### config.mk
export PLATFORM = sky130hd
export DESIGN_NAME = fsqTop
export DESIGN_NICKNAME = d
export VERILOG_FILES = /design/src/common/fsqPkg.sv /design/src/fsqTop.sv /design/src/fsq/commitTracker.sv /design/src/fsq/fetchIssue.sv /design/src/fsq/streamStore.sv /design/src/fsq/fsqPointers.sv
export SDC_FILE = /design/constraint.sdc
export NUM_CORES = 2
export LEC_CHECK = 0
export BUFFER_PORTS_ARGS = -buffer_cell sky130_fd_sc_hd__buf_4
export CAP_MARGIN = 40
export CORE_UTILIZATION = 25
export CTS_CLUSTER_DIAMETER = 100
export DETAILED_ROUTE_END_ITERATION = 7
export PLACE_DENSITY = 0.41
export SETUP_SLACK_MARGIN = 0.15
export SYNTH_ARGS = -nofsm -noshare
export SYNTH_HDL_FRONTEND = slang
export SYNTH_SLANG_ARGS = --single-unit
### constraint.sdc
create_clock -name clk -period 5.2 [get_ports clk]
set_clock_uncertainty 0.15 [all_clocks]
set_input_delay 0.52 -clock clk [delete_from_list [all_inputs] [get_ports clk]]
set_output_delay 0.52 -clock clk [all_outputs]
set_load 0.01 [all_outputs]
### src/common/fsqPkg.sv
package fsqPkg;

    localparam int fsqSize = 16;
    localparam int fsqWidth = 4;
    localparam int blockInstSize = 8;
    localparam int offsetWidth = 3;
    localparam int commitWidth = 2;
    localparam int vaddrSize = 32;

    // dir sits above idx so a plain +1 toggles it on wrap
    typedef struct packed {
        logic dir;
        logic [fsqWidth-1:0] idx;
    } fsqPtrT;

    // size is instruction count minus one
    typedef struct packed {
        logic [vaddrSize-1:0] startAddr;
        logic [offsetWidth-1:0] size;
    } fetchStreamT;

    typedef struct packed {
        fsqPtrT ptr;
        logic [offsetWidth-1:0] offset;
    } fsqInfoT;

    typedef struct packed {
        logic en;
        fetchStreamT stream;
    } predictT;

    typedef struct packed {
        logic valid;
        fsqPtrT ptr;
        fetchStreamT stream;
    } cacheReqT;

    typedef struct packed {
        logic en;
        fsqInfoT fsqInfo;
        logic [vaddrSize-1:0] target;
    } redirectT;

    typedef struct packed {
        logic en;
        fsqInfoT fsqInfo;
    } commitSlotT;

    typedef struct packed {
        logic en;
        logic [vaddrSize-1:0] target;
    } squashT;

    typedef struct packed {
        logic en;
        logic [vaddrSize-1:0] startAddr;
        logic [offsetWidth-1:0] size;
        logic mispredicted;
    } updateT;

    // next queue slot, direction flips when idx wraps
    function automatic fsqPtrT fsqPtrInc(input fsqPtrT ptr);
        fsqPtrT nextPtr;
        nextPtr = fsqPtrT'(ptr + 1'b1);
        return nextPtr;
    endfunction

endpackage
### src/fsqTop.sv
`timescale 1ns/1ps

module fsqTop (
    input  logic clk,
    input  logic arstN,
    input  fsqPkg::predictT predict,
    output logic predStall,
    output fsqPkg::fsqPtrT tailPtr,
    output fsqPkg::cacheReqT cacheReq,
    input  logic cacheReady,
    input  logic ibufFull,
    output logic cacheFlush,
    input  fsqPkg::redirectT pdRedirect,
    input  fsqPkg::redirectT beRedirect,
    input  fsqPkg::commitSlotT [fsqPkg::commitWidth-1:0] commitBus,
    output fsqPkg::squashT squash,
    output fsqPkg::updateT update
);

    fsqPkg::fsqPtrT searchPtr;
    fsqPkg::fsqPtrT commitPtr;
    fsqPkg::fetchStreamT searchStream;
    fsqPkg::fetchStreamT commitStream;
    logic enqueue;
    logic issueWant;
    logic issueFire;
    logic retire;

    fsqPointers pointers0 (
        .clk        (clk),
        .arstN      (arstN),
        .predict    (predict),
        .pdRedirect (pdRedirect),
        .beRedirect (beRedirect),
        .issueFire  (issueFire),
        .retire     (retire),
        .tailPtr    (tailPtr),
        .searchPtr  (searchPtr),
        .commitPtr  (commitPtr),
        .enqueue    (enqueue),
        .full       (predStall),
        .issueWant  (issueWant),
        .squash     (squash),
        .cacheFlush (cacheFlush)
    );

    streamStore store0 (
        .clk          (clk),
        .arstN        (arstN),
        .enqueue      (enqueue),
        .tailPtr      (tailPtr),
        .stream       (predict.stream),
        .searchPtr    (searchPtr),
        .commitPtr    (commitPtr),
        .searchStream (searchStream),
        .commitStream (commitStream)
    );

    fetchIssue issue0 (
        .clk          (clk),
        .arstN        (arstN),
        .issueWant    (issueWant),
        .searchPtr    (searchPtr),
        .searchStream (searchStream),
        .cacheReady   (cacheReady),
        .ibufFull     (ibufFull),
        .cacheReq     (cacheReq),
        .issueFire    (issueFire)
    );

    commitTracker commit0 (
        .clk          (clk),
        .arstN        (arstN),
        .commitBus    (commitBus),
        .beRedirect   (beRedirect),
        .commitPtr    (commitPtr),
        .tailPtr      (tailPtr),
        .commitStream (commitStream),
        .retire       (retire),
        .update       (update)
    );

endmodule

### src/fsq/commitTracker.sv
`timescale 1ns/1ps

module commitTracker (
    input  logic clk,
    input  logic arstN,
    input  fsqPkg::commitSlotT [fsqPkg::commitWidth-1:0] commitBus,
    input  fsqPkg::redirectT beRedirect,
    input  fsqPkg::fsqPtrT commitPtr,
    input  fsqPkg::fsqPtrT tailPtr,
    input  fsqPkg::fetchStreamT commitStream,
    output logic retire,
    output fsqPkg::updateT update
);

    logic [1:0][fsqPkg::blockInstSize-1:0] commitVec;
    logic [1:0][fsqPkg::blockInstSize-1:0] commitSet;
    logic [fsqPkg::blockInstSize-1:0] mispredMask [fsqPkg::fsqSize];
    logic [fsqPkg::blockInstSize-1:0] headVec;
    logic [fsqPkg::blockInstSize-1:0] headMask;
    logic [fsqPkg::blockInstSize-1:0] reqMask;
    logic headRetire;
    logic updEn;
    logic [fsqPkg::vaddrSize-1:0] updStartAddr;
    logic [fsqPkg::offsetWidth-1:0] updSize;
    logic updMispred;

    // lanes merge into the bitmap picked by idx parity
    always_comb begin
        commitSet = '0;
        for (int i = 0; i < fsqPkg::commitWidth; i++) begin
            if (commitBus[i].en) begin
                commitSet[commitBus[i].fsqInfo.ptr.idx[0]][commitBus[i].fsqInfo.offset] = 1'b1;
            end
        end
    end

    // offsets 0..size must all commit
    always_comb begin
        for (int i = 0; i < fsqPkg::blockInstSize; i++) begin
            reqMask[i] = (i <= int'(commitStream.size));
        end
    end

    assign headVec = commitVec[commitPtr.idx[0]];
    assign headMask = mispredMask[commitPtr.idx];
    assign headRetire = ((headVec & reqMask) == reqMask) | (|(headVec & headMask));
    assign retire = (commitPtr != tailPtr) & headRetire;

    always_ff @(posedge clk or negedge arstN) begin
        if (!arstN) begin
            commitVec <= '0;
        end else begin
            commitVec <= commitVec | commitSet;
            if (retire) begin
                commitVec[commitPtr.idx[0]] <= '0;
            end
        end
    end

    always_ff @(posedge clk or negedge arstN) begin
        if (!arstN) begin
            mispredMask <= '{default: '0};
        end else begin
            if (retire) begin
                mispredMask[commitPtr.idx] <= '0;
            end
            // redirect of a younger stream lands after the clear
            if (beRedirect.en) begin
                mispredMask[beRedirect.fsqInfo.ptr.idx] <=
                    mispredMask[beRedirect.fsqInfo.ptr.idx] |
                    (fsqPkg::blockInstSize'(1) << beRedirect.fsqInfo.offset);
            end
        end
    end

    always_ff @(posedge clk or negedge arstN) begin
        if (!arstN) begin
            updEn <= 1'b0;
        end else begin
            updEn <= retire;
        end
    end

    always_ff @(posedge clk) begin
        if (retire) begin
            updStartAddr <= commitStream.startAddr;
            updSize <= commitStream.size;
            updMispred <= |headMask;
        end
    end

    assign update = '{en: updEn, startAddr: updStartAddr, size: updSize,
                      mispredicted: updMispred};

endmodule

### src/fsq/fetchIssue.sv
`timescale 1ns/1ps

module fetchIssue (
    input  logic clk,
    input  logic arstN,
    input  logic issueWant,
    input  fsqPkg::fsqPtrT searchPtr,
    input  fsqPkg::fetchStreamT searchStream,
    input  logic cacheReady,
    input  logic ibufFull,
    output fsqPkg::cacheReqT cacheReq,
    output logic issueFire
);

    logic loadOk;
    logic reqValid;
    fsqPkg::fsqPtrT reqPtr;
    fsqPkg::fetchStreamT reqStream;

    // cache can take a new request and ibuf has room
    assign loadOk = cacheReady & ~ibufFull;
    assign issueFire = loadOk & issueWant;

    always_ff @(posedge clk or negedge arstN) begin
        if (!arstN) begin
            reqValid <= 1'b0;
        end else if (loadOk) begin
            reqValid <= issueWant;
        end
    end

    // payload only changes when a real request is taken
    always_ff @(posedge clk) begin
        if (issueFire) begin
            reqPtr <= searchPtr;
            reqStream <= searchStream;
        end
    end

    assign cacheReq = '{valid: reqValid, ptr: reqPtr, stream: reqStream};

endmodule

### src/fsq/streamStore.sv
`timescale 1ns/1ps

module streamStore (
    input  logic clk,
    input  logic arstN,
    input  logic enqueue,
    input  fsqPkg::fsqPtrT tailPtr,
    input  fsqPkg::fetchStreamT stream,
    input  fsqPkg::fsqPtrT searchPtr,
    input  fsqPkg::fsqPtrT commitPtr,
    output fsqPkg::fetchStreamT searchStream,
    output fsqPkg::fetchStreamT commitStream
);

    fsqPkg::fetchStreamT streams [fsqPkg::fsqSize];

    always_ff @(posedge clk or negedge arstN) begin
        if (!arstN) begin
            streams <= '{default: '0};
        end else if (enqueue) begin
            streams[tailPtr.idx] <= stream;
        end
    end

    // both heads read without a cycle of latency
    assign searchStream = streams[searchPtr.idx];
    assign commitStream = streams[commitPtr.idx];

endmodule

### src/fsq/fsqPointers.sv
`timescale 1ns/1ps

module fsqPointers (
    input  logic clk,
    input  logic arstN,
    input  fsqPkg::predictT predict,
    input  fsqPkg::redirectT pdRedirect,
    input  fsqPkg::redirectT beRedirect,
    input  logic issueFire,
    input  logic retire,
    output fsqPkg::fsqPtrT tailPtr,
    output fsqPkg::fsqPtrT searchPtr,
    output fsqPkg::fsqPtrT commitPtr,
    output logic enqueue,
    output logic full,
    output logic issueWant,
    output fsqPkg::squashT squash,
    output logic cacheFlush
);

    fsqPkg::redirectT redirect;
    fsqPkg::fsqPtrT redirectNext;
    logic squashEn;
    logic [fsqPkg::vaddrSize-1:0] squashTarget;

    // backend wins over predecode
    assign redirect = beRedirect.en ? beRedirect : pdRedirect;
    assign redirectNext = fsqPkg::fsqPtrInc(redirect.fsqInfo.ptr);

    // same slot, different lap
    assign full = (tailPtr.idx == commitPtr.idx) && (tailPtr.dir != commitPtr.dir);
    assign enqueue = predict.en & ~full;
    assign cacheFlush = pdRedirect.en | beRedirect.en;
    assign issueWant = (searchPtr != tailPtr) & ~cacheFlush;

    always_ff @(posedge clk or negedge arstN) begin
        if (!arstN) begin
            tailPtr <= '0;
        end else if (redirect.en) begin
            tailPtr <= redirectNext;
        end else if (enqueue) begin
            tailPtr <= fsqPkg::fsqPtrInc(tailPtr);
        end
    end

    always_ff @(posedge clk or negedge arstN) begin
        if (!arstN) begin
            searchPtr <= '0;
        end else if (redirect.en) begin
            searchPtr <= redirectNext;
        end else if (issueFire) begin
            searchPtr <= fsqPkg::fsqPtrInc(searchPtr);
        end
    end

    // commit head only moves forward
    always_ff @(posedge clk or negedge arstN) begin
        if (!arstN) begin
            commitPtr <= '0;
        end else if (retire) begin
            commitPtr <= fsqPkg::fsqPtrInc(commitPtr);
        end
    end

    always_ff @(posedge clk or negedge arstN) begin
        if (!arstN) begin
            squashEn <= 1'b0;
        end else begin
            squashEn <= redirect.en;
        end
    end

    always_ff @(posedge clk) begin
        if (redirect.en) begin
            squashTarget <= redirect.target;
        end
    end

    assign squash = '{en: squashEn, target: squashTarget};

endmodule

==> results_tabular.tex <==
\begin{tabular}{lr}
\hline
Metric & Value \\
\hline
\multicolumn{2}{l}{\textbf{Detailed routing}} \\
DRC & 0 \\
Count of routing violations after the opening detailed-route iteration & 1,883 \\
Top routing layer in use & met5 \\
First-pass iteration count of the detailed router & 7 \\
Detail Route Antenna Nets & 0 \\
Total Wirelength & 142,000 um \\
Met2 Wirelength & 67,000 um \\
Via density per instance & 5.10 \\
Average detailed-routed wire length per instance & 26.7 um \\
Routed via count & 27,076 \\
WL met1 & 63,700 um \\
Met3 wire length & 7590 um \\
\multicolumn{2}{l}{\textbf{Power and ir drop}} \\
Peak supply drop & 0.802 mV \\
Ratio of total power to cell area & 627 mW/mm\^{}2 \\
Total leakage power & 20.9 nW \\
\multicolumn{2}{l}{\textbf{Global routing}} \\
First-pass GRT wire length & 207,000 um \\
Largest net degree at the start of global routing & 152 \\
Initial antenna violation count & 14 \\
Congestion Overflow GR & 0 \\
GR Util All Layers & 16.7\% \\
Vias in the first global route & 29,156 \\
\multicolumn{2}{l}{\textbf{Timing}} \\
Actual transition at the worst max-transition pin & 0.912 ns \\
Setup violation total in the final timing report & 0 \\
Total negative slack for setup checks & 0 ns \\
Final Hold Viols & 0 \\
Achievable frequency & 231 MHz \\
Slew margin rel. & 39.1\% \\
Minimum period implied by the final worst setup slack & 4.32 ns \\
Minimum hold slack & 0.0487 ns \\
Part of the cycle the worst path needs & 83.1\% \\
Unrepaired setup endpoints after global routing & false \\
Fin. max-slew vios & 0 \\
\multicolumn{2}{l}{\textbf{Setup path}} \\
Reg2Reg Depth & 11 \\
Worst R2R End & commit0.mispredMask[125] \\
Worst EP arrival & 4.72 ns \\
CP startpoint kind & register \\
CP required & 5.60 ns \\
CP Max Fanout & 31 \\
Critical path class & reg -> reg \\
Startpoint of the most critical setup path & pointers0.commitPtr[0] \\
Flop-to-flop setup slack & 0.88 ns \\
Endpoint type of the worst setup path & register \\
Source of the worst register-to-register timing path & pointers0.commitPtr[0] \\
\multicolumn{2}{l}{\textbf{Clock network}} \\
Clock tree from TritonCTS & yes \\
Worst-skew pair later-pin latency & 0.71 ns \\
Clock Path Buffers & 3 \\
Clock transition at the registers of the reported paths & 0.06 ns \\
Total CTS buffers & 100 \\
Root cell of the clock tree & sky130\_fd\_sc\_hd\_\_clkbuf\_16 \\
Number of clock sinks & 830 \\
\# H-tree levels & 3 \\
\multicolumn{2}{l}{\textbf{Logic synthesis}} \\
Main flop type after synthesis & sky130\_fd\_sc\_hd\_\_dfrtp\_1 \\
Largest cells by area after synthesis & sky130\_fd\_sc\_hd\_\_dfrtp\_1 43\%, sky130\_fd\_sc\_hd\_\_mux4\_2 21\%, sky130\_fd\_sc\_hd\_\_mux2\_2 16\%, sky130\_fd\_sc\_hd\_\_edfxtp\_1 7.7\%, sky130\_fd\_sc\_hd\_\_o22ai\_1 2.1\% \\
Number of flops mapped to enable cells by yosys & 108 \\
Post-synthesis net count & 2,886 \\
Sequential-to-total area share from yosys stat & 50.8\% \\
Netlist Area Pre-Place & 0.0419 sq mm \\
Cells after synthesis & 2,736 \\
Library cell with the largest summed area after synthesis & sky130\_fd\_sc\_hd\_\_dfrtp\_1 \\
Proportion of register bits with asynchronous set or reset after synthesis & 87.0\% \\
Share of the synthesized area in the top cell type & 43.1\% \\
Mean instance size in the synthesized netlist & 15.3 sq um \\
Synthesized flop and latch total & 830 \\
Number of different library cells in the post-synthesis netlist & 54 \\
Synthesis warning total & 0 \\
\multicolumn{2}{l}{\textbf{Layout}} \\
Synth-to-Final Area Change & 22.3\% \\
Cell area after layout & 0.0513 sq mm \\
Sequential cell area & 0.0213 sq mm \\
Number of nets at the end of the flow & 3,178 \\
Share of layout cells above drive strength 1 & 49.4\% \\
Filler cell count & 16,196 \\
Area occupied by multi-input gates & 0.0198 sq mm \\
\multicolumn{2}{l}{\textbf{Min path}} \\
Hold path endpoint & store0.streams[420] \\
Number of cells on the worst hold path & 2 \\
Hold path startpoint & predict[0] \\
Min-Delay Path Class & in -> reg \\
\multicolumn{2}{l}{\textbf{Die}} \\
CORE AREA & 0.166 sq mm \\
Vertical die dimension & 412 um \\
Number of placed I/O pins & 258 \\
Starting utilization of the core area & 25.3\% \\
Row cnt & 149 \\
Overall die area & 0.169 sq mm \\
Width of the die & 412 um \\
\multicolumn{2}{l}{\textbf{Placement}} \\
Placer Congestion & 0.824 \\
Instance area at placement & 0.0469 sq mm \\
Final HPWL DP & 86,900 um \\
Port-buffer cells & 246 \\
\multicolumn{2}{l}{\textbf{Outcome}} \\
Outcome & complete, no violations \\
\multicolumn{2}{l}{\textbf{Flow run}} \\
Max-Cap Viols & 0 \\
\hline
\end{tabular}
## layer usage
metal	track usage, %	up-vias
met3	3.21	217
li1	-	11323
met4	3.92	12
met1	22.9	14685
met5	0	-
met2	27.0	839
## flip-flops by register name (all words and copies together) (netlist names), 3 cells and up
name	count
commit0.updSize	3
pointers0.tailPtr	5
store0.streams	560
pointers0.searchPtr	5
commit0.mispredMask	128
commit0.updStartAddr	32
pointers0.commitPtr	5
issue0.cacheReq	40
commit0.commitVec	16
pointers0.squashTarget	32
## layout by cell type, fill, tap and decap left out, types with 11 or more instances in the layout
cell type,count
sky130_fd_sc_hd__o21ai_0,11
sky130_fd_sc_hd__dfrtp_1,714
sky130_fd_sc_hd__nand3_1,26
sky130_fd_sc_hd__nand2_1,171
sky130_fd_sc_hd__xor2_1,13
sky130_fd_sc_hd__a22oi_1,15
sky130_fd_sc_hd__mux2_2,606
sky130_fd_sc_hd__nor3_1,16
sky130_fd_sc_hd__nand3_4,16
sky130_fd_sc_hd__clkbuf_1,28
sky130_fd_sc_hd__mux4_2,395
sky130_fd_sc_hd__o22ai_1,141
sky130_fd_sc_hd__clkinv_2,15
sky130_fd_sc_hd__clkbuf_16,101
sky130_fd_sc_hd__buf_4,305
sky130_fd_sc_hd__dlygate4sd3_1,94
sky130_fd_sc_hd__clkbuf_8,21
sky130_fd_sc_hd__a21oi_1,33
sky130_fd_sc_hd__mux2i_1,50
sky130_fd_sc_hd__edfxtp_1,108
sky130_fd_sc_hd__nor2_1,54
sky130_fd_sc_hd__buf_12,28
## stage by stage
stage	setup WS, ns	total power, mW	util [%]	std cells
global route	0.692	33.9	31.0	5305
CTS	0.887	32.6	31.0	5304
floorplan	1.40	20.2	-	2736
detailed placement	0.918	24.9	28.3	5021
finish	0.877	32.2	31.0	5306
global placement	0.881	24.3	28.2	5014
## layout make-up
type / count / share of cell area (%)
antenna: 2 / 0.00976
multi-input combinational: 1652 / 38.6
timing repair buffer: 433 / 7.69
clock buffer: 150 / 5.69
inverter: 11 / 0.0805
tap: 2189 / 5.34
clock inverter: 39 / 1.02
sequential: 830 / 41.6
## report_power, final
part	internal, mW	switching [mW]
clock network	4.39	2.96
registers	9.83	2.37
logic	6.96	5.66
## repair_timing
action,4_1_cts,5_1_grt
endpoints found under the setup margin,0,0
hold buffers,94,0
endpoints found under the hold margin,492,0
resized for setup,0,0
buffers inserted,0,0
## worst max-delay path by stage
stage	to	slack [ns]	cells after the start
floorplan	pointers0.searchPtr[2]	1.40	7
global placement	commit0.mispredMask[124]	0.88	11
detailed placement	pointers0.commitPtr[1]	0.92	12
CTS	pointers0.commitPtr[1]	0.89	12
global route	commit0.mispredMask[122]	0.69	9
finish	commit0.mispredMask[125]	0.88	11
## critical path, cell delays in order (launching register included)
cell and delay, ns:
sky130_fd_sc_hd__dfrtp_4 0.88, sky130_fd_sc_hd__buf_4 0.41, sky130_fd_sc_hd__buf_4 0.29, sky130_fd_sc_hd__mux4_2 0.28, sky130_fd_sc_hd__nor2_1 0.04, sky130_fd_sc_hd__or3b_2 0.44
sky130_fd_sc_hd__o2111a_1 0.15, sky130_fd_sc_hd__mux2i_1 0.25, sky130_fd_sc_hd__a211oi_4 0.06, sky130_fd_sc_hd__buf_4 0.22, sky130_fd_sc_hd__nor2_1 0.72, sky130_fd_sc_hd__o22ai_1 0.22
## synth_stat cells (3+ instances only)
cell / number
sky130_fd_sc_hd__a21oi_1: 33
sky130_fd_sc_hd__a221oi_1: 5
sky130_fd_sc_hd__a22o_1: 4
sky130_fd_sc_hd__a22oi_1: 15
sky130_fd_sc_hd__a31oi_1: 3
sky130_fd_sc_hd__a32oi_1: 3
sky130_fd_sc_hd__and2_1: 3
sky130_fd_sc_hd__and3_1: 4
sky130_fd_sc_hd__buf_1: 32
sky130_fd_sc_hd__buf_2: 57
sky130_fd_sc_hd__buf_4: 9
sky130_fd_sc_hd__clkbuf_1: 143
sky130_fd_sc_hd__dfrtp_1: 722
sky130_fd_sc_hd__edfxtp_1: 108
sky130_fd_sc_hd__ha_1: 10
sky130_fd_sc_hd__inv_1: 11
sky130_fd_sc_hd__mux2_2: 606
sky130_fd_sc_hd__mux2i_1: 50
sky130_fd_sc_hd__mux4_2: 395
sky130_fd_sc_hd__nand2_1: 171
sky130_fd_sc_hd__nand2b_1: 7
sky130_fd_sc_hd__nand3_1: 42
sky130_fd_sc_hd__nand3b_1: 7
sky130_fd_sc_hd__nand4_1: 7
sky130_fd_sc_hd__nor2_1: 54
sky130_fd_sc_hd__nor2b_1: 10
sky130_fd_sc_hd__nor3_1: 16
sky130_fd_sc_hd__o211ai_1: 4
sky130_fd_sc_hd__o21ai_0: 11
sky130_fd_sc_hd__o22a_1: 3
sky130_fd_sc_hd__o22ai_1: 141
sky130_fd_sc_hd__or3b_2: 4
sky130_fd_sc_hd__xnor2_1: 8
sky130_fd_sc_hd__xor2_1: 13
## cells by family after synthesis
group | count (synthesis) | share of synthesized area, %
AO/OA/AOI/OAI | 235 | 3.64
XOR/XNOR | 21 | 0.439
adder cells (fa/ha/maj) | 10 | 0.298
AND/OR/NAND/NOR | 335 | 3.58
multiplexers | 1051 | 38.7
buffers and inverters | 254 | 2.56
flip-flops | 830 | 50.8
(Power assumes the default switching activity.)
